--- src/hw/lsu_pkg.sv ---
// Shared definitions for the load/store unit
//   size codes, funct3 encoding of loads and stores
//   mem_word_u, a memory word seen as bytes or as halfwords
//   MEM_WORDS_DEFAULT, default data memory depth in words

package lsu_pkg;

  // funct3 size codes
  localparam logic [2:0] LSU_SIZE_B  = 3'd0;
  localparam logic [2:0] LSU_SIZE_H  = 3'd1;
  localparam logic [2:0] LSU_SIZE_W  = 3'd2;
  localparam logic [2:0] LSU_SIZE_BU = 3'd4;
  localparam logic [2:0] LSU_SIZE_HU = 3'd5;

  // codes 3, 6 and 7 fall back to a word access

  // one 32-bit memory word, two views of the same bits
  typedef union packed {
    logic [3:0][7:0]  bytes;
    logic [1:0][15:0] halves;
  } mem_word_u;

  // depth in 32-bit words, power of two
  localparam int unsigned MEM_WORDS_DEFAULT = 1024;

endpackage

--- src/hw/lsu_decode.sv ---
// Request stage of the load/store unit
//   four-phase req/ack handshake with idle, busy and ack states
//   alignment check for halfword and word accesses
//   byte enables and store data placed on the byte lanes
//   one-cycle memory request pulse

`timescale 1ns/10ps

module lsu_decode #(
  parameter int unsigned MEM_WORDS = 1024
) (
  input  logic                         clk_i,
  input  logic                         rst_n_i,
  input  logic                         req_i,
  input  logic                         we_i,
  input  logic [2:0]                   size_i,
  input  logic [31:0]                  addr_i,
  input  logic [31:0]                  wdata_i,
  input  logic                         done_i,
  output logic                         ack_o,
  output logic                         mem_req_o,
  output logic                         mem_we_o,
  output logic [3:0]                   mem_be_o,
  output logic [$clog2(MEM_WORDS)-1:0] mem_word_o,
  output logic [31:0]                  mem_wdata_o,
  output logic [2:0]                   op_size_o,
  output logic [1:0]                   op_offset_o,
  output logic                         op_load_o,
  output logic                         op_misaligned_o
);

  localparam int unsigned WORD_AW = $clog2(MEM_WORDS);

  localparam logic [1:0] ST_IDLE = 2'd0;
  localparam logic [1:0] ST_BUSY = 2'd1;
  localparam logic [1:0] ST_ACK  = 2'd2;

  logic [1:0]         state_q;
  logic               we_q;
  logic [2:0]         size_q;
  logic [1:0]         offset_q;
  logic [WORD_AW-1:0] word_q;
  logic [31:0]        wdata_q;
  logic               misaligned;
  logic [3:0]         be_base;
  logic               accept;

  // only taken while idle and so never while ack_o is high
  assign accept = (state_q == ST_IDLE) && req_i;

  always_ff @(posedge clk_i) begin
    if (!rst_n_i) begin
      state_q   <= ST_IDLE;
      mem_req_o <= 1'b0;
    end else begin
      mem_req_o <= accept;
      case (state_q)
        ST_IDLE: if (req_i)   state_q <= ST_BUSY;
        ST_BUSY: if (done_i)  state_q <= ST_ACK;
        ST_ACK:  if (!req_i)  state_q <= ST_IDLE;
        default:              state_q <= ST_IDLE;
      endcase
    end
  end

  // request fields held until the next acceptance
  always_ff @(posedge clk_i) begin
    if (accept) begin
      we_q     <= we_i;
      size_q   <= size_i;
      offset_q <= addr_i[1:0];
      word_q   <= addr_i[2 +: WORD_AW];
      wdata_q  <= wdata_i;
    end
  end

  // lane pattern at offset zero and store data replicated across lanes
  always_comb begin
    misaligned  = 1'b0;
    be_base     = 4'b1111;
    mem_wdata_o = wdata_q;
    case (size_q)
      lsu_pkg::LSU_SIZE_B, lsu_pkg::LSU_SIZE_BU: begin
        be_base     = 4'b0001;
        mem_wdata_o = {4{wdata_q[7:0]}};
      end
      lsu_pkg::LSU_SIZE_H, lsu_pkg::LSU_SIZE_HU: begin
        be_base     = 4'b0011;
        mem_wdata_o = {2{wdata_q[15:0]}};
        misaligned  = offset_q[0];
      end
      default: misaligned = (offset_q != 2'b00);
    endcase
  end

  assign mem_be_o        = (we_q && !misaligned) ? (be_base << offset_q) : 4'b0000;
  assign mem_we_o        = we_q;
  assign mem_word_o      = word_q;
  assign ack_o           = (state_q == ST_ACK);
  assign op_size_o       = size_q;
  assign op_offset_o     = offset_q;
  assign op_load_o       = !we_q;
  assign op_misaligned_o = misaligned;

  // enables only on a store and no lane lost off the top of the word
  a_be_only_on_store: assert property (@(posedge clk_i) disable iff (!rst_n_i)
    (mem_req_o && mem_be_o != 4'b0000) |->
      (mem_we_o && $countones(mem_be_o) == $countones(be_base)));

endmodule

--- config.mk ---
export PLATFORM = sky130hd
export DESIGN_NAME = lsu_decode
export DESIGN_NICKNAME = d
export VERILOG_FILES = /design/src/hw/lsu_pkg.sv /design/src/hw/lsu_decode.sv
export SDC_FILE = /design/constraint.sdc
export NUM_CORES = 1
export LEC_CHECK = 0
export BUFFER_PORTS_ARGS = -buffer_cell sky130_fd_sc_hd__clkbuf_2
export CAP_MARGIN = 40
export CORE_MARGIN = 4
export CORE_UTILIZATION = 40
export DETAILED_ROUTE_END_ITERATION = 10
export HOLD_SLACK_MARGIN = 0.15
export PLACE_DENSITY = 0.71
export SLEW_MARGIN = 20
export SYNTH_ARGS = -nofsm -noshare
export SYNTH_HDL_FRONTEND = slang
export SYNTH_SLANG_ARGS = --single-unit
--- constraint.sdc ---
create_clock -name clk_i -period 3.38 [get_ports clk_i]
set_clock_uncertainty 0.05 [all_clocks]
set_input_delay 0.338 -clock clk_i [delete_from_list [all_inputs] [get_ports clk_i]]
set_output_delay 0.338 -clock clk_i [all_outputs]
set_load 0.01 [all_outputs]
Word level (Yosys, flattened, before mapping):

Cells that the tools add are included.

* register bits after elaboration: 51
* output and inout port bits: 56

* shifts and indexed selects: 1
* muxes and demuxes: 8
* equality and inequality tests: 8
* reductions and logical operators: 10

Operators with widths (number)
* 32-bit one-hot mux with 2 select lines: 1
* 4-bit one-hot mux with 2 select lines: 1
* 3-bit equality test (second input constant): 2
* 2-bit two-way mux: 3
* 2-bit inequality test (second input constant): 3
* 2-bit one-hot mux with 3 select lines: 1
* 4-bit two-way mux: 1
* 2-bit OR reduction: 2
* 4-bit by 2-bit << shifter with 4-bit output: 1
* 3-bit by 1-bit equality test with 1-bit output (second input constant): 1
* 3-bit zero test: 1
* 3-bit AND reduction: 1
* 2-bit by 1-bit equality test with 1-bit output (second input constant): 1
* 2-bit equality test (second input constant): 1
* 1-bit logical AND: 2
* 1-bit zero test: 2
* 2-bit zero test: 1
* 1-bit one-hot mux with 2 select lines: 1
* 2-bit nonzero test: 1

Depth between registers and ports, before layout:

Gate-level depths: netlist of run 1.

* depth in word-level cells: 6
* gate-level depth with buffers: 4
* mapped depth without buffers: 2

Worst setup path after synthesis of run 1:

OpenSTA, ideal clock, no wires.

* path type: reg-to-reg
* start: register state_q[0]
* end: register we_q (netlist: mem_we_o), enable pin
* required time: 2.876 ns
* data arrival time: 2.508 ns
* cell stages (with the launch flop): 3
* setup slack: 0.368 ns
* period minus slack after synthesis: 3.012 ns
* library setup time: 0.454 ns
* cells stage by stage: dfxtp_1 nand2b_1 nor2_1

* word-level cells in the longest chain between the ends: 2

Ends and longest elaborated chain
* start: declaration: RTL line lsu_decode.sv:38 `logic [1:0] state_q;`
* start signal: assignment: RTL line lsu_decode.sv:53 `state_q <= ST_IDLE;`
* start signal: assignment: RTL line lsu_decode.sv:58 `ST_IDLE: if (req_i) state_q <= ST_BUSY;`
* start signal: assignment: RTL line lsu_decode.sv:59 `ST_BUSY: if (done_i) state_q <= ST_ACK;`
* 2-bit zero test: RTL line lsu_decode.sv:49 `assign accept = (state_q == ST_IDLE) && req_i;`
* 1-bit logical AND: RTL line lsu_decode.sv:49
* net accept: RTL line lsu_decode.sv:46 `logic accept;`
* end signal: assignment: RTL line lsu_decode.sv:69 `we_q <= we_i;`
* end: declaration: RTL line lsu_decode.sv:39 `logic we_q;`

The timed path passes the listed nets, and every way through them passes these cells.
A chain may end at the register's enable or synchronous reset.

Worst setup path after layout of run 1:

* start: register size_q[1] (netlist: op_size_o[1])
* end: output mem_wdata_o[23]

* word-level cells in the longest chain between the ends: 3
* elaborated cells between the ends (all ways): 7
* those cells by class: eq/ne: 3; mux: 1; reduce/logical: 3

Ends and longest elaborated chain
* start: declaration: RTL line lsu_decode.sv:40 `logic [2:0] size_q;`
* start signal: assignment: RTL line lsu_decode.sv:70 `size_q <= size_i;`
* 3-bit by 1-bit equality test with 1-bit output, or another cell as far along: RTL line lsu_decode.sv:82 `case (size_q)`
* 2-bit OR reduction: RTL line lsu_decode.sv:82
* 32-bit one-hot mux with 2 select lines (*): RTL line lsu_decode.sv:82
* end: declaration: RTL line lsu_decode.sv:25 `output logic [31:0] mem_wdata_o,`

Every way passes the cells marked *; elsewhere a longest branch is shown, timed or not.

==> flow_summary_export.csv, run 1 <==
group,metric,value,unit
grt,first_global_vias,1463,
die,initial_utilization,41.7,%
critical_path,critPathMaxFanout,21,
routing,ant_nets,0,
synthesis,ys_types,27,
die,chipWidth,81.2,microns
clock_network,clockRootBuffer,"clkbuf_8",
timing,period_share,65.5,%
clock_network,cts.sinks,51,
hold_path,min_path_type,"primary input to register",
timing,slew_headroom,63.4,%
timing,fin_crit,2.21,ns
critical_path,cp.required,2.99,ns
timing,tns,0,ns
finish,drive_gt1_share,50.4,%
synthesis,synth_area,2140,sq um
critical_path,crit_type,"register to output port",
grt,grt_max_degree,45,
die,pin_count,128,
run_status,status,"completed",
finish,layout_commonest_cell,"clkbuf_2",
finish,diodes,0,
clock_network,clockBufferDepth,2,
power_and_ir_drop,powerDensity,431,nW/um^2
synthesis,ys_seq_elements,51,
grt,grt_use_total,14.4,%
routing,vias_per_cell,4.63,
clock_network,h-tree-depth,2,
routing,drcViolationCount,0,
power_and_ir_drop,ir_drop,0.328,mV
routing,wl_per_cell,14.7,microns
critical_path,timing.rr.end,"wdata_q[31]$_DFFE_PP_",
timing,timing.fmax,452,MHz
synthesis,synth_top_flop_cell,"edfxtp_1",
synthesis,ys_seq_area_share,70.1,%
synthesis,postSynthCellCount,128,
clock_network,ctsResizeCount,0,
clock_network,post_cts_buffers,0,
synthesis,synth_area_leaders,"edfxtp_1 67%, mux2_4 5.6%, mux2i_1 3.7%",
critical_path,worstSetupStartpointType,"register",
synthesis,synth_nets,200,
grt,grt_overflow,0,
synthesis,yosysTopAreaCell,"edfxtp_1",
synthesis,yosysWarnings,0,
die,die-area,6590,sq um
critical_path,endpoint_kind,"output port",
timing,finalHoldViolCount,0,
hold_path,min_from,"wdata_i[27]",
timing,drv_slew,0,
placed_design,dp_hpwl,3270,microns
synthesis,async_flop_share,0,%
clock_network,cts.clk_slew.worst_paths,0.09,ns
power_and_ir_drop,p_leak,1.36,nW
job,cap_violations,0,
clock_network,postCtsHoldBufs,15,
clock_network,numCtsBuffers,5,
clock_network,clk_latency,0.29,ns
synthesis,synth_top_area_share,67.3,%
finish,area_delta_synth_final,45.3,%
die,die_h,81.2,microns
placed_design,gp_congestion,0.644,
die,core.rowCount,26,
finish,final_cell_mix,"107 x clkbuf_2, 48 x edfxtp_1, 33 x dlygate4sd3_1",
timing,grt_setup_unrepaired,"no",
clock_network,cts_tree,"yes",
die,core_area,5140,sq um
routing,dr_total_vias,1557,
routing,routed_wl,4930,microns
hold_path,whs_path_depth,1,
grt,antenna_found_initial,0,
hold_path,min_to,"wdata_q[27]$_DFFE_PP_",
timing,worstMarginPinSlew,0.548,ns
grt,grt_first_pass_wirelength,6990,microns
routing,first_pass_iters,4,
synthesis,syn_avg_cell_area,16.7,sq um
placed_design,io_buffers,107,
finish,nets,337,
routing,drtIter0Drc,36,
critical_path,reg2reg_depth,3,
critical_path,cp_data_arrival_time,1.82,ns
critical_path,regToRegSetupSlack,1.70,ns
finish,final_util,60.5,%
timing,setup_viol_count_final,0,
synthesis,synth_edf_count,48,
critical_path,r2r_start,"state_q[0]$_SDFFE_PN0P_",
==> through the flow <==
step           hold slack [ns]  area [sq um]  instances  worst slack [ns]  power, mW
2_1_floorplan            0.387          2140        128             0.368      0.901
3_3_place_gp             0.444          2690        295              1.47      0.984
3_5_place_dp             0.467          2690        295              1.46      0.991
4_1_cts                  0.151          2930        318              1.13       1.34
5_1_grt                  0.149          3110        336              1.05       1.41
6_report                 0.165          3110        336              1.17       1.34
==> sequential cells by signal (all words and copies together), names as in the netlist <==
name and count:
wdata_q 32, mem_word_o 10, op_size_o 3, op_offset_o 2
state_q 2, mem_req_o 1, mem_we_o 1
==> worst max path at each step <==
| stage | startpoint | endpoint | slack, ns |
|---|---|---|---|
| 4_1_cts | op_size_o[1]$_DFFE_PP_ | mem_wdata_o[23] | 1.13 |
| 3_5_place_dp | op_size_o[1]$_DFFE_PP_ | mem_wdata_o[23] | 1.46 |
| 5_1_grt | op_size_o[1]$_DFFE_PP_ | mem_wdata_o[23] | 1.05 |
| 6_report | op_size_o[1]$_DFFE_PP_ | mem_wdata_o[23] | 1.17 |
| 3_3_place_gp | op_size_o[1]$_DFFE_PP_ | mem_wdata_o[14] | 1.47 |
| 2_1_floorplan | state_q[0]$_SDFFE_PN0P_ | mem_we_o$_DFFE_PP_ | 0.37 |
==> cell usage after synthesis (all sizes together) (2+ instances only) <==
library cell / instances
buf: 13
nand2b: 3
a21oi: 2
nand2: 8
nor2: 5
mux2i: 8
o21ai: 9
dfxtp: 3
mux2: 16
nor3: 3
edfxtp: 48
nand3b: 2
==> layout make-up <==
class | count | area (sq um)
clock buffer | 5 | 68.8
clock inverter | 3 | 20.0
fill | 423 | 2030
inverter | 1 | 3.75
multi-input combinational | 63 | 542
sequential | 51 | 1500
tap | 70 | 87.6
timing repair buffer | 143 | 888
==> critical path: stages, from the launching register on <==
cell and delay, ns:
edfxtp_1 0.66, buf_4 0.36, mux2_2 0.37, clkbuf_2 0.13
==> cells by family after synthesis <==
logic type | after synthesis | share of synthesized area (%)
DFF | 51 | 70.1
buffers and inverters | 14 | 4.96
AOI/OAI and AO/OA | 13 | 3.39
xor gates and xnor gates | 2 | 0.818
and+or+nand+nor | 24 | 7.18
muxes | 24 | 13.6
==> metal layers <==
metal  vias to the layer above  track usage, %  part of all wire [%]
met1                       724            16.2                    40
met5                         -               0                     0
met3                         8            6.76                    11
li1                        741               -                     -
met4                         0            4.56                   1.2
met2                        84            24.1                    47
==> where the power goes <==
group          internal (mW)  switching [mW]
logic                  0.122           0.112
clock network          0.144           0.193
registers              0.743          0.0273
total                   1.01           0.333
(Power assumes the default switching activity.)
==> inputs of run 2 (changes only) <==
--- a/config.mk
+++ b/config.mk
@@ -5,10 +5,11 @@
 export SDC_FILE = /design/constraint.sdc
 export NUM_CORES = 1
 export LEC_CHECK = 0
+export ABC_AREA = 1
 export BUFFER_PORTS_ARGS = -buffer_cell sky130_fd_sc_hd__clkbuf_2
 export CAP_MARGIN = 40
 export CORE_MARGIN = 4
-export CORE_UTILIZATION = 40
+export CORE_UTILIZATION = 38
 export DETAILED_ROUTE_END_ITERATION = 10
 export HOLD_SLACK_MARGIN = 0.15
 export PLACE_DENSITY = 0.71
==> constraint.sdc (replaced) <==
create_clock -name clk_i -period 1.81 [get_ports clk_i]
set_clock_uncertainty 0.05 [all_clocks]
set_input_delay 0.181 -clock clk_i [delete_from_list [all_inputs] [get_ports clk_i]]
set_output_delay 0.181 -clock clk_i [all_outputs]
set_load 0.01 [all_outputs]
==> flow_summary_export.csv, run 2 <==
group,metric,value,unit
run_status,status,"completed",
synthesis,syn_avg_cell_area,11.9,sq um
synthesis,synth_nets,244,
finish,regMostFlops,"wdata_q",
critical_path,timing.rr.end,"wdata_q[2]$_DFFE_PP_",
routing,dr_total_vias,1845,
clock_network,clk_latency,0.30,ns
power_and_ir_drop,ir_drop,0.552,mV
die,initial_utilization,39.7,%
synthesis,synth_top_area_share,70.2,%
timing,hold_ws,0.526,ns
finish,area_delta_synth_final,61.6,%
synthesis,ys_seq_area_share,73.1,%
routing,wl_met2,2920,microns
critical_path,worstSetupStartpointType,"register",
critical_path,path_cells,"buf_4 > nor2_4 > buf_4 > nand2_1 > nand3_1 > clkbuf_2",
grt,first_global_vias,1930,
critical_path,reg2reg_depth,4,
synthesis,postSynthCellCount,172,
routing,dr_wl_met3,505,microns
clock_network,cts.sinks,51,
placed_design,dp_hpwl,3680,microns
critical_path,cp_num_cells,6,
timing,worstMarginPinSlew,0.358,ns
clock_network,clockRootBuffer,"clkbuf_8",
synthesis,synth_top_flop_cell,"edfxtp_1",
hold_path,min_to,"state_q[0]$_SDFFE_PN0P_",
critical_path,regToRegSetupSlack,0.28,ns
critical_path,crit_type,"register to output port",
finish,nets,408,
synthesis,ys_seq_elements,51,
clock_network,cts.clk_slew.worst_paths,0.09,ns
critical_path,r2r_start,"state_q[0]$_SDFFE_PN0P_",
timing,timing.fmax,576,MHz
finish,diodes,0,
grt,grt_overflow,0,
critical_path,critPathMaxFanout,4,
power_and_ir_drop,powerDensity,775,nW/um^2
critical_path,worst-path-buf-inv,3,
grt,antenna_found_initial,0,
routing,vias_per_cell,4.53,
synthesis,synth_area,2050,sq um
clock_network,numCtsBuffers,5,
timing,setup_viol_count_final,0,
die,die_h,81.5,microns
hold_path,min_path_type,"register to register",
finish,drive_gt1_share,39.2,%
die,chipWidth,81.5,microns
synthesis,synth_area_leaders,"edfxtp_1 70%, nand2_1 12%, buf_4 3.3%",
synthesis,ys_types,17,
placed_design,gp_congestion,0.663,
routing,wl_per_cell,13.9,microns
grt,grt_max_degree,19,
synthesis,yosysTopAreaCell,"edfxtp_1",
grt,grt_use_total,18.2,%
critical_path,cp.required,1.58,ns
routing,routed_wl,5670,microns
critical_path,slowest_delay,0.45,ns
critical_path,cp_data_arrival_time,1.51,ns
synthesis,yosysWarnings,0,
routing,first_pass_iters,4,
timing,slew_headroom,76.1,%
critical_path,crit_top_cell,"buf_4",
job,cap_violations,0,
timing,finalHoldViolCount,0,
hold_path,whs_path_depth,2,
routing,drcViolationCount,0,
die,die-area,6640,sq um
critical_path,critPathTopFamily,"buffers and inverters",
finish,largest_register_ffs,32,
routing,met1Wirelength,2200,microns
critical_path,endpoint_kind,"output port",
routing,top_layer,"met4",
routing,ant_nets,0,
die,core_area,5170,sq um
timing,fin_crit,1.74,ns
synthesis,yosys-top-cells-count,"68 x nand2_1, 48 x edfxtp_1, 9 x buf_4, 9 x nand3_1",
clock_network,cts_tree,"yes",
finish,layout_commonest_cell,"clkbuf_2",
placed_design,io_buffers,107,
routing,drtIter0Drc,111,
hold_path,min_from,"state_q[0]$_SDFFE_PN0P_",
timing,period_share,95.9,%
power_and_ir_drop,p_leak,1.55,nW
timing,tns,0,ns
die,core.rowCount,26,
synthesis,synth.most_common_cell,"nand2_1",
clock_network,clockBufferDepth,2,
critical_path,crit_slowest_cell,"edfxtp_1",
finish,final_cell_mix,"107 x clkbuf_2, 68 x nand2_1, 52 x dlygate4sd3_1, 48 x edfxtp_1, 9 x nand3_1",
grt,grt_first_pass_wirelength,9000,microns
synthesis,async_flop_share,0,%
placed_design,dp_cells,341,
timing,drv_slew,0,
finish,stdcell_count,407,
die,pin_count,128,
synthesis,synth_edf_count,48,
clock_network,h-tree-depth,2,
## run 2: changes by cell type after synthesis, moves of 5 or more
cell     delta
mux2i_1     -8
mux2_1      -5
mux2_4      -8
o21ai_1     -8
nand3_1     +9
inv_1       +7
o21ai_0     +7
nand2_1    +60
## run 2: area by class of cell
type | count | area, sq um
inverters | 9 | 42.5
clock buffers | 5 | 68.8
flip-flops and latches | 51 | 1500
repair buffers | 170 | 1180
multi-input cells | 99 | 423
fillers | 394 | 1850
clock inverters | 3 | 18.8
well taps | 70 | 87.6
## run 2: logic make-up (layout without fill, tap and decap cells)
family	after synthesis	count (layout)	synth area share [%]
and+or+nand+nor	89	89	17.9
AOI/OAI and AO/OA	10	10	2.44
buffers and inverters	22	187	6.52
DFF	51	51	73.1
## run 2: what timing repair did
action | in CTS | in global routing
cloned | 0 | 0
hold buffers | 52 | 0
buffers inserted | 1 | 5
endpoints found under the setup margin | 11 | 19
pin swaps | 0 | 1
endpoints found under the hold margin | 51 | 0
gates resized for setup | 2 | 1
## run 2: metal layers
layer  track usage, %  up-vias
li1                 -      896
met1             19.7      857
met2             34.3       86
met3             5.70        6
met4             4.05        0
met5                0        -
## run 2: worst max path at each step
stage,endpoint,startpoint,slack (ns)
after floorplan,mem_we_o$_DFFE_PP_,state_q[0]$_SDFFE_PN0P_,0.17
after detailed placement,mem_wdata_o[26],op_size_o[0]$_DFFE_PP_,0.22
after global placement,mem_wdata_o[29],op_size_o[0]$_DFFE_PP_,0.24
after global routing,mem_wdata_o[9],op_size_o[1]$_DFFE_PP_,-0.01
final,mem_wdata_o[26],op_size_o[0]$_DFFE_PP_,0.07
after CTS,mem_wdata_o[25],op_size_o[1]$_DFFE_PP_,0.02
## run 2: worst reg2reg max path: stages (launching register included)
cell and delay, ns:
dfxtp_1 0.39, nor2_1 0.06, nand2_1 0.15, clkinvlp_4 0.36, buf_12 0.29
## run 2: where the power goes
group | switching [mW] | total (mW) | internal (mW) | leakage, nW
Clock | 0.369 | 0.642 | 0.273 | 0.0483
Combinational | 0.259 | 0.508 | 0.249 | 1.02
Sequential | 0.0339 | 1.42 | 1.39 | 0.484
Total | 0.663 | 2.57 | 1.91 | 1.55
## run 2: metrics by stage
stage               utilization [%]  total power, mW  setup slack [ns]  cell area [sq um]
floorplan                         -             1.65             0.170               2060
global placement               51.1             1.83             0.240               2640
detailed placement             51.1             1.85             0.220               2640
CTS                            63.1             2.57            0.0204               3270
global route                   64.2             2.70           -0.0129               3320
finish                         64.2             2.57            0.0733               3320
