==> src/hw/lsu_pkg.sv <==
// Shared definitions for the load/store unit
//   size codes, funct3 encoding of loads and stores
//   mem_word_u, a memory word seen as bytes or as halfwords
//   MEM_WORDS_DEFAULT, default data memory depth in words

package lsu_pkg;

  // funct3 size codes
  localparam logic [2:0] LSU_SIZE_B  = 3'd0;
  localparam logic [2:0] LSU_SIZE_H  = 3'd1;
  localparam logic [2:0] LSU_SIZE_W  = 3'd2;
  localparam logic [2:0] LSU_SIZE_BU = 3'd4;
  localparam logic [2:0] LSU_SIZE_HU = 3'd5;

  // codes 3, 6 and 7 fall back to a word access

  // one 32-bit memory word, two views of the same bits
  typedef union packed {
    logic [3:0][7:0]  bytes;
    logic [1:0][15:0] halves;
  } mem_word_u;

  // depth in 32-bit words, power of two
  localparam int unsigned MEM_WORDS_DEFAULT = 1024;

endpackage

==> src/hw/lsu_extend.sv <==
// Result stage of the load/store unit
//   byte or halfword selection from the loaded word
//   sign extension for lb/lh, zero extension for lbu/lhu
//   zero result for stores and misaligned accesses
//   completion pulse back to the request stage

`timescale 1ns/10ps

module lsu_extend (
  input  logic        clk_i,
  input  logic        rst_n_i,
  input  logic        mem_rvalid_i,
  input  logic [31:0] mem_rdata_i,
  input  logic [2:0]  op_size_i,
  input  logic [1:0]  op_offset_i,
  input  logic        op_load_i,
  input  logic        op_misaligned_i,
  output logic [31:0] rdata_o,
  output logic        misaligned_o,
  output logic        done_o
);

  lsu_pkg::mem_word_u word_view;
  logic [7:0]         sel_byte;
  logic [15:0]        sel_half;
  logic [31:0]        load_val;

  assign word_view = mem_rdata_i;

  always_comb begin
    sel_byte = word_view.bytes[op_offset_i];
    // halfword lane from offset bit 1, bit 0 is zero when aligned
    sel_half = word_view.halves[op_offset_i[1]];
    case (op_size_i)
      lsu_pkg::LSU_SIZE_B:  load_val = {{24{sel_byte[7]}}, sel_byte};
      lsu_pkg::LSU_SIZE_BU: load_val = {24'h000000, sel_byte};
      lsu_pkg::LSU_SIZE_H:  load_val = {{16{sel_half[15]}}, sel_half};
      lsu_pkg::LSU_SIZE_HU: load_val = {16'h0000, sel_half};
      default:              load_val = word_view;
    endcase
  end

  always_ff @(posedge clk_i) begin
    if (!rst_n_i) begin
      rdata_o      <= 32'h0000_0000;
      misaligned_o <= 1'b0;
      done_o       <= 1'b0;
    end else begin
      done_o <= mem_rvalid_i;
      if (mem_rvalid_i) begin
        rdata_o      <= (op_load_i && !op_misaligned_i) ? load_val : 32'h0000_0000;
        misaligned_o <= op_misaligned_i;
      end
    end
  end

endmodule

==> config.mk <==
export PLATFORM = sky130hd
export DESIGN_NAME = lsu_extend
export DESIGN_NICKNAME = d
export VERILOG_FILES = /design/src/hw/lsu_pkg.sv /design/src/hw/lsu_extend.sv
export SDC_FILE = /design/constraint.sdc
export NUM_CORES = 1
export LEC_CHECK = 0
export CORE_ASPECT_RATIO = 1.75
export CORE_MARGIN = 2
export CORE_UTILIZATION = 35
export DETAILED_ROUTE_END_ITERATION = 12
export DONT_BUFFER_PORTS = 1
export PLACE_DENSITY = 0.49
export SYNTH_ARGS = -nofsm -noshare
export SYNTH_HDL_FRONTEND = slang
export SYNTH_SLANG_ARGS = --single-unit
==> constraint.sdc <==
create_clock -name clk_i -period 4.6 [get_ports clk_i]
set_input_delay 0.92 -clock clk_i [delete_from_list [all_inputs] [get_ports clk_i]]
set_output_delay 0.92 -clock clk_i [all_outputs]
set_load 0.02 [all_outputs]
# Yosys cells after proc, flatten, opt, wreduce, memory -nomap -nowiden
# Index checks and enable logic that the tools add are counted.
dict set report op_classes {
  n_mux 6
  n_lt_le_gt_ge 2
  n_reduce_logical 3
  eq_ne 3
}
# cell count
set ops {}
lappend ops {{32-bit case mux with 4 select lines} 1}
lappend ops {{16-bit 2-to-1 mux} 2}
lappend ops {{32-bit 2-to-1 mux} 1}
lappend ops {{8-bit binary-select mux with 2-bit select} 1}
lappend ops {{8-bit 2-to-1 mux} 1}
lappend ops {{3-bit equality test (second input constant)} 2}
lappend ops {{3-bit by 1-bit equality test with 1-bit output (second input constant)} 1}
lappend ops {{3-bit zero test} 1}
lappend ops {{2-bit by 3-bit < comparator with 1-bit output (second input constant)} 1}
lappend ops {{1-bit by 2-bit < comparator with 1-bit output (second input constant)} 1}
lappend ops {{1-bit logical AND} 1}
lappend ops {{1-bit zero test} 1}
dict set report word_totals {
  register_bits 34
  output_inout_bits 34
  inputBits 42
  wordCells 17
}

# Logic depth before layout (Yosys ltp)
# Gate-level depths: netlist of run 1.
dict set report logic_depth {
  depth_word 4
  mapped_depth 6
}

# Worst setup path before layout of run 1
# No wires, ideal clock.
dict set report synth_timing {
  kind {input port to flip-flop}
  startpoint {input op_offset_i[1]}
  endpoint {register rdata_o[10]}
  t_arrival_ps 2001
  path_slack_ps 2481
  setup_time_ps 118
  path_buffers 1
  cell_stages 5
  cell_sequence {buf_6 -> mux4_2 -> a21o_1 -> o221ai_1 -> nand2_1}
}
dict set report synth_via {
  elab_chain_cells 4
  elab_cells_between_ends 6
}
# item line_no
set synth_rtl {}
lappend synth_rtl {{start, declared} lsu_extend.sv:15} ;# input logic [1:0] op_offset_i,
lappend synth_rtl {{8-bit binary-select mux with 2-bit select or 16-bit 2-to-1 mux (tied branches)} {lsu_extend.sv:31, lsu_extend.sv:33}}
lappend synth_rtl {{8-bit 2-to-1 mux (not written as such) or 16-bit 2-to-1 mux (tied branches)} {lsu_extend.sv:31, lsu_extend.sv:33}}
lappend synth_rtl {{32-bit case mux with 4 select lines (*)} lsu_extend.sv:34} ;# case (op_size_i)
lappend synth_rtl {{32-bit 2-to-1 mux (*)} lsu_extend.sv:51} ;# rdata_o <= (op_load_i && !op_misaligned_i) ? load_val : 32'h0000_0000;
lappend synth_rtl {{end signal, assigned} lsu_extend.sv:51}
lappend synth_rtl {{end, declared} lsu_extend.sv:18} ;# output logic [31:0] rdata_o,
# Every way passes the cells marked *; elsewhere a longest branch is shown, timed or not. The select of a mux whose other input is x is not followed.
# A chain may end at the register's enable or synchronous reset.

==> impl_results.md, run 1 <==
- Syn Nets: 237
- Hpwl dp: roughly 3.4 mm
- Post-CTS Setup Repair Bufs: 0
- Synth cell count leaders: nand2_1 (45), o21ai_0 (38), dfxtp_1 (34), a21oi_1 (17), nor2b_1 (11)
- Starting density of the core: between 30% and 40%
- HP Class: reg2reg
- Slew headroom: 29.24%
- Post-CTS Resized: 0
- Multiplexer area fraction after synthesis: 7.914%
- Status: finished clean
- WL met3: approximately 530 um
- FF-to-FF setup slack: 3830 ps
- Port-buffer cells: 0
- Fillers: 458
- CP startpoint kind: input pin
- Max clock buf depth: 2
- Via/cell ratio: 5.690
- Share of cells above drive strength 1: 6.806%
- Crit path DAT: 2380 ps
- Dominant cells by area after synthesis: dfxtp_1 (43%), o21ai_0 (12%), nand2_1 (11%), mux2i_1 (5.8%), a21oi_1 (5.4%)
- CP Max Fanout: 18
- CTS sink cnt: 34
- Clock buffer count from CTS: 5
- Post-DRT Antenna Nets: 0
- Gr usage total: 18.90%
- Sequential share of power: between 50% and 60%
- DRC viols: 0
- Period minus WS final: 2180 ps
- TNS Setup: 0 ps
- Clock skew: 0 ps
- Clk slew on worst S/H paths: 70 ps
- Worst Reg-to-Reg Cells: 2
- Total number of yosys warnings: 0
- Antenna cells: 0
- Netlist Area Pre-Place: 1565 sq um
- Synth Area in Simple Gates: 19.18%
- Pre-CTS WS: approximately 2100 ps
- Number of global-route vias before repair: 1331
- Combinational Power Share: 8.2%
- Placement Rows: 32
- Core Util, Final: between 30% and 40%
- WL/cell: 18.26 um
- Min-Delay Path Depth: 2
- Hold buffers post-CTS: 0
- Clk_lat worst skew: 280 ps
- Fin crit share: a little under half
- RSZ-0062 raised after global routing: no
- Area growth syn-to-layout: 6.715%
- Slew Limit Fails: 0
- Die Wd: ~55 um
- Crit path buf inv count: 0
- R2r endpoint: rdata_o[7]
- Post-Route WL: between 4 and 5 mm
- XOR/XNOR share of the synthesized area: 0%
- Sw power: approximately 150 uW
- Met2 WL post-DR: approximately 2.1 mm
- Reg2reg start: rdata_o[7]
- Switch share: 24.94%
- Placed insts: 234
- CP delay by family, top: compound AO/OA/AOI/OAI gates
- Height of the die: between 90 and 100 um
- Crit-path slowest cell: and3b_1
- Post-route total power: 591.4 uW
- Critical path endpoint category: flip-flop
- Worst Min Path Start: rdata_o[10]
- H-tree depth: 2
- Post-synth EDFFs: 0
- Root buffer cell: clkbuf_8
- Cell Chain, Critical Path: and2_1 -> and3b_1 -> o311ai_2 -> o21ai_0
- Non-filler instance count after layout: 242
- Sequential share of the synthesized area: between 40% and 50%
- Core Region: 4364 sq um
- Clock power share: 38.1%
- Hold path endpoint: rdata_o[10]
- Required time worst endpoint: 4800 ps
- Final setup fails: 0
- Pwr Density: 354.1 nW/um^2
- First-pass DRT Iterations: 4
- Top FF cell, synth: dfxtp_1
- Global route overflow: 0
- Top Ports: 76
- Async SR Flop Fraction: 0%
- Synth Area in Adders: 0%
- Synth top area share: 43.49%
- Count leader, synth: nand2_1
- DR iter-0 viols: 42
- Worst-margin pin slew: 1058 ps
- Yosys cell types: 28
- Fmax: 0.4588 GHz
- Largest family of logic cells by synthesized area: compound AO/OA/AOI/OAI gates
- Syn avg cell area: between 8 and 9 sq um
- Internal: 443.9 uW
- TritonCTS clock tree: done
- Yosys reg bits: 34
- First-pass GRT wire length: 6.810 mm
- CP startpoint: rst_n_i
- RePlAce Congestion: 0.8100
- Final net count: about 230
- Max-Cap Viols: 0
- Final setup margin: 2420 ps
- Post-synthesis compound-gate area fraction: 25.34%
- Setup CP Type: in2reg
- Cells after Synth: 195
- Final hold violations: 0
- DR top layer: met4
- M1 wire length: 1.569 mm
- Worst path max stage delay: 570 ps
- Via count: around 1400
- Leakage power: between 0.6 and 0.7 nW
- Initial antenna violation count: 0
- Synth area leader: dfxtp_1
- Die ar.: 5044 sq um
- Max IR drop VDD: 0.0002174 V
- Largest net degree at the start of global routing: 33
## worst reg2reg max path: stages, from the launching register on
cell     delay (ps)
dfxtp_1         390
a32oi_1         170
o21ai_0         100
## worst max path at each step
stage	to	cells after the start	slack [ps]
detailed placement	rdata_o[18]	4	2120
global route	rdata_o[24]	4	2230
global placement	rdata_o[18]	4	2210
floorplan	rdata_o[10]	5	2480
CTS	rdata_o[18]	4	2400
finish	rdata_o[25]	4	2420
## state kept, by name, summed over array words and instances, names as in the netlist
register,cells
done_o,1
rdata_o,32
misaligned_o,1
## routing by layer
| layer | vias to the layer above | global-route usage [%] |
|---|---|---|
| met1 | 616 | 21.12 |
| met5 | - | 0 |
| met3 | 15 | 8.548 |
| li1 | 672 | - |
| met4 | 0 | 11.25 |
| met2 | 74 | 28.31 |
## cell usage in the layout, fill, tap and decap left out, types with 5 or more instances in the layout
master | synthesis | final
o221ai_1 | 7 | 7
nor2b_1 | 11 | 10
nand2_1 | 45 | 45
a21oi_1 | 17 | 17
nor2_1 | 5 | 5
o21ai_0 | 38 | 38
dfxtp_1 | 34 | 34
mux2i_1 | 9 | 9
clkbuf_8 | 0 | 6
## power by group through the flow
| stage | clock network [mW] | logic, mW | registers, mW |
|---|---|---|---|
| after floorplan | 0 | 0.0450 | 0.323 |
| after global placement | 0 | 0.0478 | 0.324 |
| after detailed placement | 0 | 0.0484 | 0.325 |
| after CTS | 0.232 | 0.0488 | 0.318 |
| after global routing | 0.246 | 0.0551 | 0.319 |
| final | 0.225 | 0.0483 | 0.318 |
## kinds of logic (layout without fill, tap and decap cells)
kind of cell	Yosys count	in the layout
multiplexers	11	11
flip-flops	34	34
buffers and inverters	14	10
AND/OR/NAND/NOR	67	67
AO/OA/AOI/OAI	69	69
## layout make-up
type / count / area [sq um] / area share [%]
timing repair buffer: 1 / 7.507 / 0.4494
inverter: 1 / 3.754 / 0.2247
tap: 51 / 63.81 / 3.820
sequential: 34 / 680.7 / 40.75
multi-input combinational: 147 / 823.3 / 49.29
clock buffer: 7 / 86.33 / 5.169
clock inverter: 1 / 5.005 / 0.2996
## stage by stage
step	hold slack (ps)	cell area, sq um
4_1_cts	543.4	1670
3_5_place_dp	532.6	1579
6_report	538.0	1670
2_1_floorplan	516.9	1565
5_1_grt	563.5	1670
3_3_place_gp	534.4	1579
(Power assumes the default switching activity.)
==> inputs of run 2 (changes only) <==
--- a/config.mk
+++ b/config.mk
@@ -5,6 +5,7 @@
 export SDC_FILE = /design/constraint.sdc
 export NUM_CORES = 1
 export LEC_CHECK = 0
+export ABC_AREA = 1
 export CORE_ASPECT_RATIO = 1.75
 export CORE_MARGIN = 2
 export CORE_UTILIZATION = 35
==> constraint.sdc (replaced) <==
create_clock -name clk_i -period 2.1 [get_ports clk_i]
set_input_delay 0.42 -clock clk_i [delete_from_list [all_inputs] [get_ports clk_i]]
set_output_delay 0.42 -clock clk_i [all_outputs]
set_load 0.02 [all_outputs]
==> run 2 against run 1 <==
Sequential power up 120%. Routed wire length up 25%. Flip-flop and latch count unchanged. Critical endpoint is now rdata_o[14]. Register-to-register slack worse by 2500 ps.
==> impl_results.md, run 2 <==
- Initial antenna violation count: 0 (unchanged)
- Slew headroom: 67.75% (+39 points)
- Fin crit share: approximately three fifths
- Min-Delay Path Depth: 1 (-1)
- Post-synth EDFFs: 0 (unchanged)
- Fmax: 0.7836 GHz
- Crit path DAT: 1500 ps (-880 ps)
- Via/cell ratio: 5.137 (-9.7%)
- Clk slew on worst S/H paths: 70 ps (about the same)
- Post-CTS Resized: 0 (unchanged)
- Synth cell count leaders: nand2_1 (94), nor2_1 (57), a21oi_1 (41), dfxtp_1 (34), o21ai_0 (18)
- Post-DRT Antenna Nets: 0 (unchanged)
- Post-synthesis compound-gate area fraction: 18.63% (-6.7 points)
- Status: finished clean
- Setup CP Type: in2reg
- Required time worst endpoint: 2330 ps (-2470 ps)
- Largest reg by FF count: rdata_o
- Share of cells above drive strength 1: 5.611% (-1.2 points)
- Post-Route WL: 5.518 mm (+25%)
- Reg2reg start: rdata_o[11]
- CP startpoint kind: input pin
- Multiplexer area fraction after synthesis: 0% (-7.9 points)
- RSZ-0062 raised after global routing: no
- Die ar.: 5938 sq um (+18%)
- Critical path endpoint category: flip-flop
- CP Max Fanout: 15 (-3)
- Port-buffer cells: 0 (unchanged)
- Number of global-route vias before repair: 1847 (+39%)
- Synth area leader: dfxtp_1
- Largest family of logic cells by synthesized area: simple AND/OR/NAND/NOR gates
- Synth Area in Simple Gates: 36.92% (+18 points)
- Die Wd: 59.12 um (+8.4%)
- DR iter-0 viols: 63 (+50%)
- Post-CTS Setup Repair Bufs: 0 (unchanged)
- DRC viols: 0 (unchanged)
- Synth top area share: 36.58% (-6.9 points)
- Area growth syn-to-layout: 6.389%
- Cell Chain, Critical Path: inv_1 -> nand3_1 -> buf_4 -> a21oi_1 -> nand2_1 -> a21oi_1
- Clock buffer count from CTS: 5 (unchanged)
- TritonCTS clock tree: done
- TNS Setup: 0 ps (unchanged)
- XOR/XNOR share of the synthesized area: 0% (unchanged)
- Async SR Flop Fraction: 0% (unchanged)
- Final setup fails: 0 (unchanged)
- Cells after Synth: 307 (+57%)
- Worst Min Path Start: mem_rvalid_i
- Max-Cap Viols: 0 (unchanged)
- CTS sink cnt: 34 (unchanged)
- Most frequent cells in the layout: nand2_1 (94), nor2_1 (57), a21oi_1 (41)
- Clock skew: 0 ps (unchanged)
- Root buffer cell: clkbuf_8
- Placement Rows: 35 (+9.4%)
- CP startpoint: op_misaligned_i
- Biggest regs: rdata_o (32), done_o (1), misaligned_o (1)
- Leakage power: 0.8361 nW (+36%)
- Synth Area in Adders: 0% (unchanged)
- Worst Reg-to-Reg Cells: 2 (unchanged)
- Pwr Density: 701.9 nW/um^2 (+98%)
- Clk_lat worst skew: 280 ps (about the same)
- Dominant cells by area after synthesis: dfxtp_1 (37%), nand2_1 (19%), nor2_1 (11%), a21oi_1 (11%), o21ai_0 (4.8%)
- Top FF cell, synth: dfxtp_1
- FF-to-FF setup slack: 1340 ps (-2490 ps)
- Total number of yosys warnings: 0 (unchanged)
- H-tree depth: 2 (unchanged)
- Worst path max stage delay: 350 ps (-220 ps)
- Hpwl dp: 4.223 mm (+24%)
- Max IR drop VDD: 0.0002762 V (+27%)
- Gr usage total: 19.93% (+1.0 points)
- R2r endpoint: rdata_o[11]
- Commonest non-fill, non-tap cell in the layout: nand2_1
- Final hold violations: 0 (unchanged)
- Antenna cells: 0 (unchanged)
- First-pass GRT wire length: 8.983 mm (+32%)
- Most used cell, CP: a21oi_1
- Hold path endpoint: rdata_o[2]
- Count leader, synth: nand2_1
- Worst-margin pin slew: 482.0 ps (-575.6 ps)
- First-pass DRT Iterations: 4 (unchanged)
- Period minus WS final: ~1300 ps
- Slew Limit Fails: 0 (unchanged)
- Global route overflow: 0 (unchanged)
- Syn avg cell area: 6.060 sq um (-24%)
- Via count: 1839 (+34%)
- Largest net degree at the start of global routing: 26 (-21%)
- Sequential share of the synthesized area: 36.58% (-6.9 points)
- RePlAce Congestion: 0.7837 (-3.2%)
- Post-route total power: 1.389 mW (+130%)
- HP Class: in2reg
- Netlist Area Pre-Place: 1861 sq um (+19%)
- Syn Nets: 349 (+47%)
- WL/cell: 15.41 um (-16%)
- Starting density of the core: 35.70% (-0.16 points)
- Core Region: 5211 sq um (+19%)
- Yosys reg bits: 34 (unchanged)
- Hold buffers post-CTS: 0 (unchanged)
- Yosys cell types: 21 (-25%)
- Final net count: 344 (+48%)
- Max clock buf depth: 2 (unchanged)
- Number of flip-flops in the largest register: 32 (unchanged)
- Crit-path slowest cell: buf_4
- Height of the die: 100.5 um (+8.6%)
- Top Ports: 76 (unchanged)
[run 2: cell types whose count changed in the layout (fill, tap and decap cells not counted), moves of 4 or more]
cell | before | now
nand3_1 | 1 | 13
buf_4 | 1 | 5
mux2i_1 | 9 | 0
inv_1 | 1 | 15
a21oi_1 | 17 | 41
nor2b_1 | 10 | 0
o221ai_1 | 7 | 0
nor2_1 | 5 | 57
nand2_1 | 45 | 94
o21ai_0 | 38 | 18
o22ai_1 | 0 | 7
[run 2: how the worst max path moves through the flow]
stage	end	cells past startpoint
floorplan	rdata_o[12]	6
global placement	rdata_o[14]	6
detailed placement	rdata_o[14]	6
CTS	rdata_o[14]	6
global route	rdata_o[31]	7
finish	rdata_o[14]	6
[run 2: cells by family (layout without fill, tap and decap cells)]
group | after synthesis | in the layout
DFF | 34 | 34
AOI/OAI and AO/OA | 67 | 67
buffers and inverters | 35 | 31
and+or+nand+nor | 171 | 171
[run 2: metal layers]
| metal | track usage (%) | part of all wire (%) | vias to the layer above |
|---|---|---|---|
| met5 | 0 | 0 | - |
| met4 | 6.818 | 1.6 | 0 |
| met3 | 5.905 | 7.5 | 8 |
| met2 | 36.50 | 54 | 56 |
| met1 | 20.82 | 37 | 807 |
| li1 | - | - | 968 |
[run 2: metrics by stage]
stage / setup slack (ps) / utilization (%) / cells / cell area, sq um / hold WS, ps
after global routing: 697.3 / 37.98 / 358 / 1979 / 213.8
after detailed placement: 524.7 / 36.23 / 350 / 1888 / 518.7
final: 823.8 / 37.98 / 358 / 1979 / 217.8
after floorplan: 779.4 / - / 307 / 1861 / 545.0
after global placement: 524.2 / 36.23 / 350 / 1888 / 516.5
after CTS: 828.0 / 37.98 / 358 / 1979 / 207.9
[run 2: power breakdown]
| group | switching (mW) | total [mW] | internal (mW) |
|---|---|---|---|
| logic | 0.118 | 0.181 | 0.0636 |
| clock network | 0.237 | 0.502 | 0.264 |
| registers | 0.0397 | 0.707 | 0.667 |
| total | 0.394 | 1.39 | 0.995 |
[run 2: worst max-delay path: cells and delay by family]
family	cells	cell delay, ps
AND/OR/NAND/NOR	2	430
buffers and inverters	2	410
AO/OA/AOI/OAI	2	240
[run 2: layout make-up]
| cell class | instances | area [sq um] |
|---|---|---|
| clock buffer | 7 | 86.33 |
| inverter | 18 | 67.56 |
| sequential | 34 | 680.7 |
| clock inverter | 1 | 5.005 |
| timing repair buffer | 5 | 37.54 |
| tap | 55 | 68.82 |
| fill | 593 | 3232 |
| multi-input combinational | 238 | 1033 |
==> inputs of run 3 (changes only) <==
--- a/config.mk
+++ b/config.mk
@@ -5,13 +5,13 @@
 export SDC_FILE = /design/constraint.sdc
 export NUM_CORES = 1
 export LEC_CHECK = 0
-export ABC_AREA = 1
+export ABC_AREA = 0
 export CORE_ASPECT_RATIO = 1.75
 export CORE_MARGIN = 2
 export CORE_UTILIZATION = 35
 export DETAILED_ROUTE_END_ITERATION = 12
 export DONT_BUFFER_PORTS = 1
-export PLACE_DENSITY = 0.49
+export PLACE_DENSITY = 0.51
 export SYNTH_ARGS = -nofsm -noshare
 export SYNTH_HDL_FRONTEND = slang
 export SYNTH_SLANG_ARGS = --single-unit
==> constraint.sdc (replaced) <==
create_clock -name clk_i -period 1.09 [get_ports clk_i]
set_input_delay 0.218 -clock clk_i [delete_from_list [all_inputs] [get_ports clk_i]]
set_output_delay 0.218 -clock clk_i [all_outputs]
set_load 0.02 [all_outputs]
==> run 3 against run 2 <==
Combinational power rose by 38%. Sequential share of layout area grew 3.4 points. Clock power rose by 120%. Worst setup slack worse by 750 ps. Die area fell by 15%. Flip-flop and latch count stayed put. Clock-buffer cell count rose by 1. Sequential power is 90% higher. Largest cell class unchanged.
==> impl_results.md, run 3 (same netlist as run 1, synthesis figures left out) <==
- Post-CTS Setup Repair Bufs: 0 (unchanged)
- Worst-margin pin slew: 406.7 ps (-75.23 ps)
- Die ar.: 5044 sq um (-15%)
- First-pass GRT wire length: 7.217 mm (-20%)
- WL/cell: 18.63 um (+21%)
- Clock skew: 0 ps (unchanged)
- Leakage power: 0.6828 nW (-18%)
- Biggest regs: rdata_o (32), done_o (1), misaligned_o (1)
- Internal: 2.031 mW (+100%)
- Switch share: 24.17% (-4.2 points)
- Largest reg by FF count: rdata_o
- Final setup margin: 75.04 ps (-748.8 ps)
- Slew Limit Fails: 0 (unchanged)
- CTS sink cnt: 34 (unchanged)
- TritonCTS clock tree: done
- Max clock buf depth: 2 (unchanged)
- HP Class: in2reg
- H-tree depth: 2 (unchanged)
- Placement Rows: 32 (-8.6%)
- Crit-path slowest cell: mux4_2
- Reg2reg start: rdata_o[7]
- Required time worst endpoint: 1270 ps (-1060 ps)
- Number of flip-flops in the largest register: 32 (unchanged)
- RSZ-0062 raised after global routing: no
- Hold buffers post-CTS: 0 (unchanged)
- Final instance area: 1803 sq um (-8.9%)
- Crit path DAT: 1190 ps (-310 ps)
- Port-buffer cells: 0 (unchanged)
- DRC viols: 0 (unchanged)
- Core Region: 4364 sq um (-16%)
- Clk_lat worst skew: 280 ps (about the same)
- FF-to-FF setup slack: 320 ps (-1020 ps)
- Height of the die: 92.47 um (-7.9%)
- Sequential share of power: 50.1% (-0.8 points)
- Post-Route WL: 4.676 mm (-15%)
- Post-CTS Resized: 0 (unchanged)
- Sw power: 647.4 uW (+64%)
- Pwr Density: 1486 nW/um^2 (+110%)
- Fmax: 0.9853 GHz
- Slew headroom: 72.77% (+5.0 points)
- Die Wd: 54.55 um (-7.7%)
- Max IR drop VDD: 0.0008674 V (+210%)
- CP startpoint kind: input pin
- Global route overflow: 0 (unchanged)
- Worst path max stage delay: 460 ps (+110 ps)
- Status: finished clean
- Min-Delay Path Depth: 1 (unchanged)
- Final net count: 241 (-30%)
- Starting density of the core: 35.87% (+0.16 points)
- Setup CP Type: in2reg
- Root buffer cell: clkbuf_8
- Pre-CTS WS: -240.2 ps (-764.9 ps)
- Initial antenna violation count: 0 (unchanged)
- Period minus WS final: 1015 ps
- Post-route total power: 2.679 mW (+93%)
- Clock power share: 40.7% (+4.6 points)
- Hpwl dp: 3.638 mm (-14%)
- Clk slew on worst S/H paths: 70 ps (about the same)
- Area growth syn-to-layout: 15.19%
- Clock buffer count from CTS: 5 (unchanged)
- Worst Min Path Start: rst_n_i
- Share of cells above drive strength 1: 12.00% (+6.4 points)
- Cell Chain, Critical Path: mux4_2 -> a21o_1 -> o221ai_1 -> nand2_1
- Final hold violations: 0 (unchanged)
- CP Max Fanout: 12 (-3)
- Combinational Power Share: 9.3% (-3.7 points)
- Critical path endpoint category: flip-flop
- Most frequent cells in the layout: nand2_1 (45), dfxtp_1 (34), o21ai_0 (23)
- DR iter-0 viols: 20 (-68%)
- Via/cell ratio: 5.534 (+7.7%)
- R2r endpoint: rdata_o[7]
- Number of global-route vias before repair: 1441 (-22%)
- Hold path endpoint: misaligned_o
- Top Ports: 76 (unchanged)
- Worst Reg-to-Reg Cells: 2 (unchanged)
- Post-DRT Antenna Nets: 0 (unchanged)
- Fin crit share: 93.12%
- Dpl cell area: 1693 sq um (-10%)
- Largest net degree at the start of global routing: 33 (+27%)
- Via count: 1389 (-24%)
- Commonest non-fill, non-tap cell in the layout: nand2_1
- Max-Cap Viols: 0 (unchanged)
- Antenna cells: 0 (unchanged)
- Gr usage total: 19.79% (-0.14 points)
- RePlAce Congestion: 0.7336 (-6.4%)
- First-pass DRT Iterations: 4 (unchanged)
- Final setup fails: 0 (unchanged)
[run 3: cell types whose count changed in the layout (fill, tap and decap cells not counted), sizes merged, moves of 9 or more]
| cell | change |
|---|---|
| nor2 | -53 |
| nand2 | -51 |
| a21oi | -24 |
| o21ai | +21 |
| inv | -16 |
| nand3 | -12 |
| nor2b | +11 |
| mux2i | +9 |
[run 3: worst max path at each step]
| stage | from | end | slack, ps | cells past startpoint |
|---|---|---|---|---|
| 2_1_floorplan | op_offset_i[1] | rdata_o[11] | -260 | 5 |
| 3_3_place_gp | op_offset_i[1] | rdata_o[13] | -200 | 4 |
| 3_5_place_dp | op_offset_i[1] | rdata_o[12] | -240 | 4 |
| 4_1_cts | op_offset_i[1] | rdata_o[12] | 70 | 4 |
| 5_1_grt | op_offset_i[1] | rdata_o[9] | 20 | 4 |
| 6_report | op_offset_i[1] | rdata_o[14] | 80 | 4 |
[run 3: power groups by stage]
stage               Sequential [mW]  Combinational, mW  Clock [mW]
detailed placement             1.37              0.250           0
finish                         1.34              0.249        1.09
global placement               1.37              0.246           0
CTS                            1.34              0.251        1.12
floorplan                      1.36              0.209           0
global route                   1.35              0.278        1.16
[run 3: per-layer routing]
metal	global-route usage, %	part of all wire (%)	wire (um)
met1	20.82	36	1683
met2	34.54	52	2426
met3	6.935	11	494
met4	6.875	1.5	71
met5	0	0	0
[run 3: critical path: cells and delay by family]
kind	cells	cell delay [ps]
simple gates	1	70
mux	1	460
compound gates	2	430
[run 3: final cells by class]
| type | instances | area, sq um |
|---|---|---|
| fillers | 456 | 2561 |
| inverters | 1 | 3.754 |
| clock buffers | 8 | 110.1 |
| well taps | 51 | 63.81 |
| repair buffers | 10 | 100.1 |
| multi-input cells | 147 | 844.6 |
| flip-flops and latches | 34 | 680.7 |
[run 3: metrics by stage]
step	util (%)	hold slack [ps]	cells	TNS [ps]
floorplan	-	346.2	195	-4011
detailed placement	38.79	369.7	243	-4335
global placement	38.79	356.9	243	-3719
CTS	41.31	61.88	251	0
finish	41.31	64.26	251	0
global route	41.31	69.70	251	0
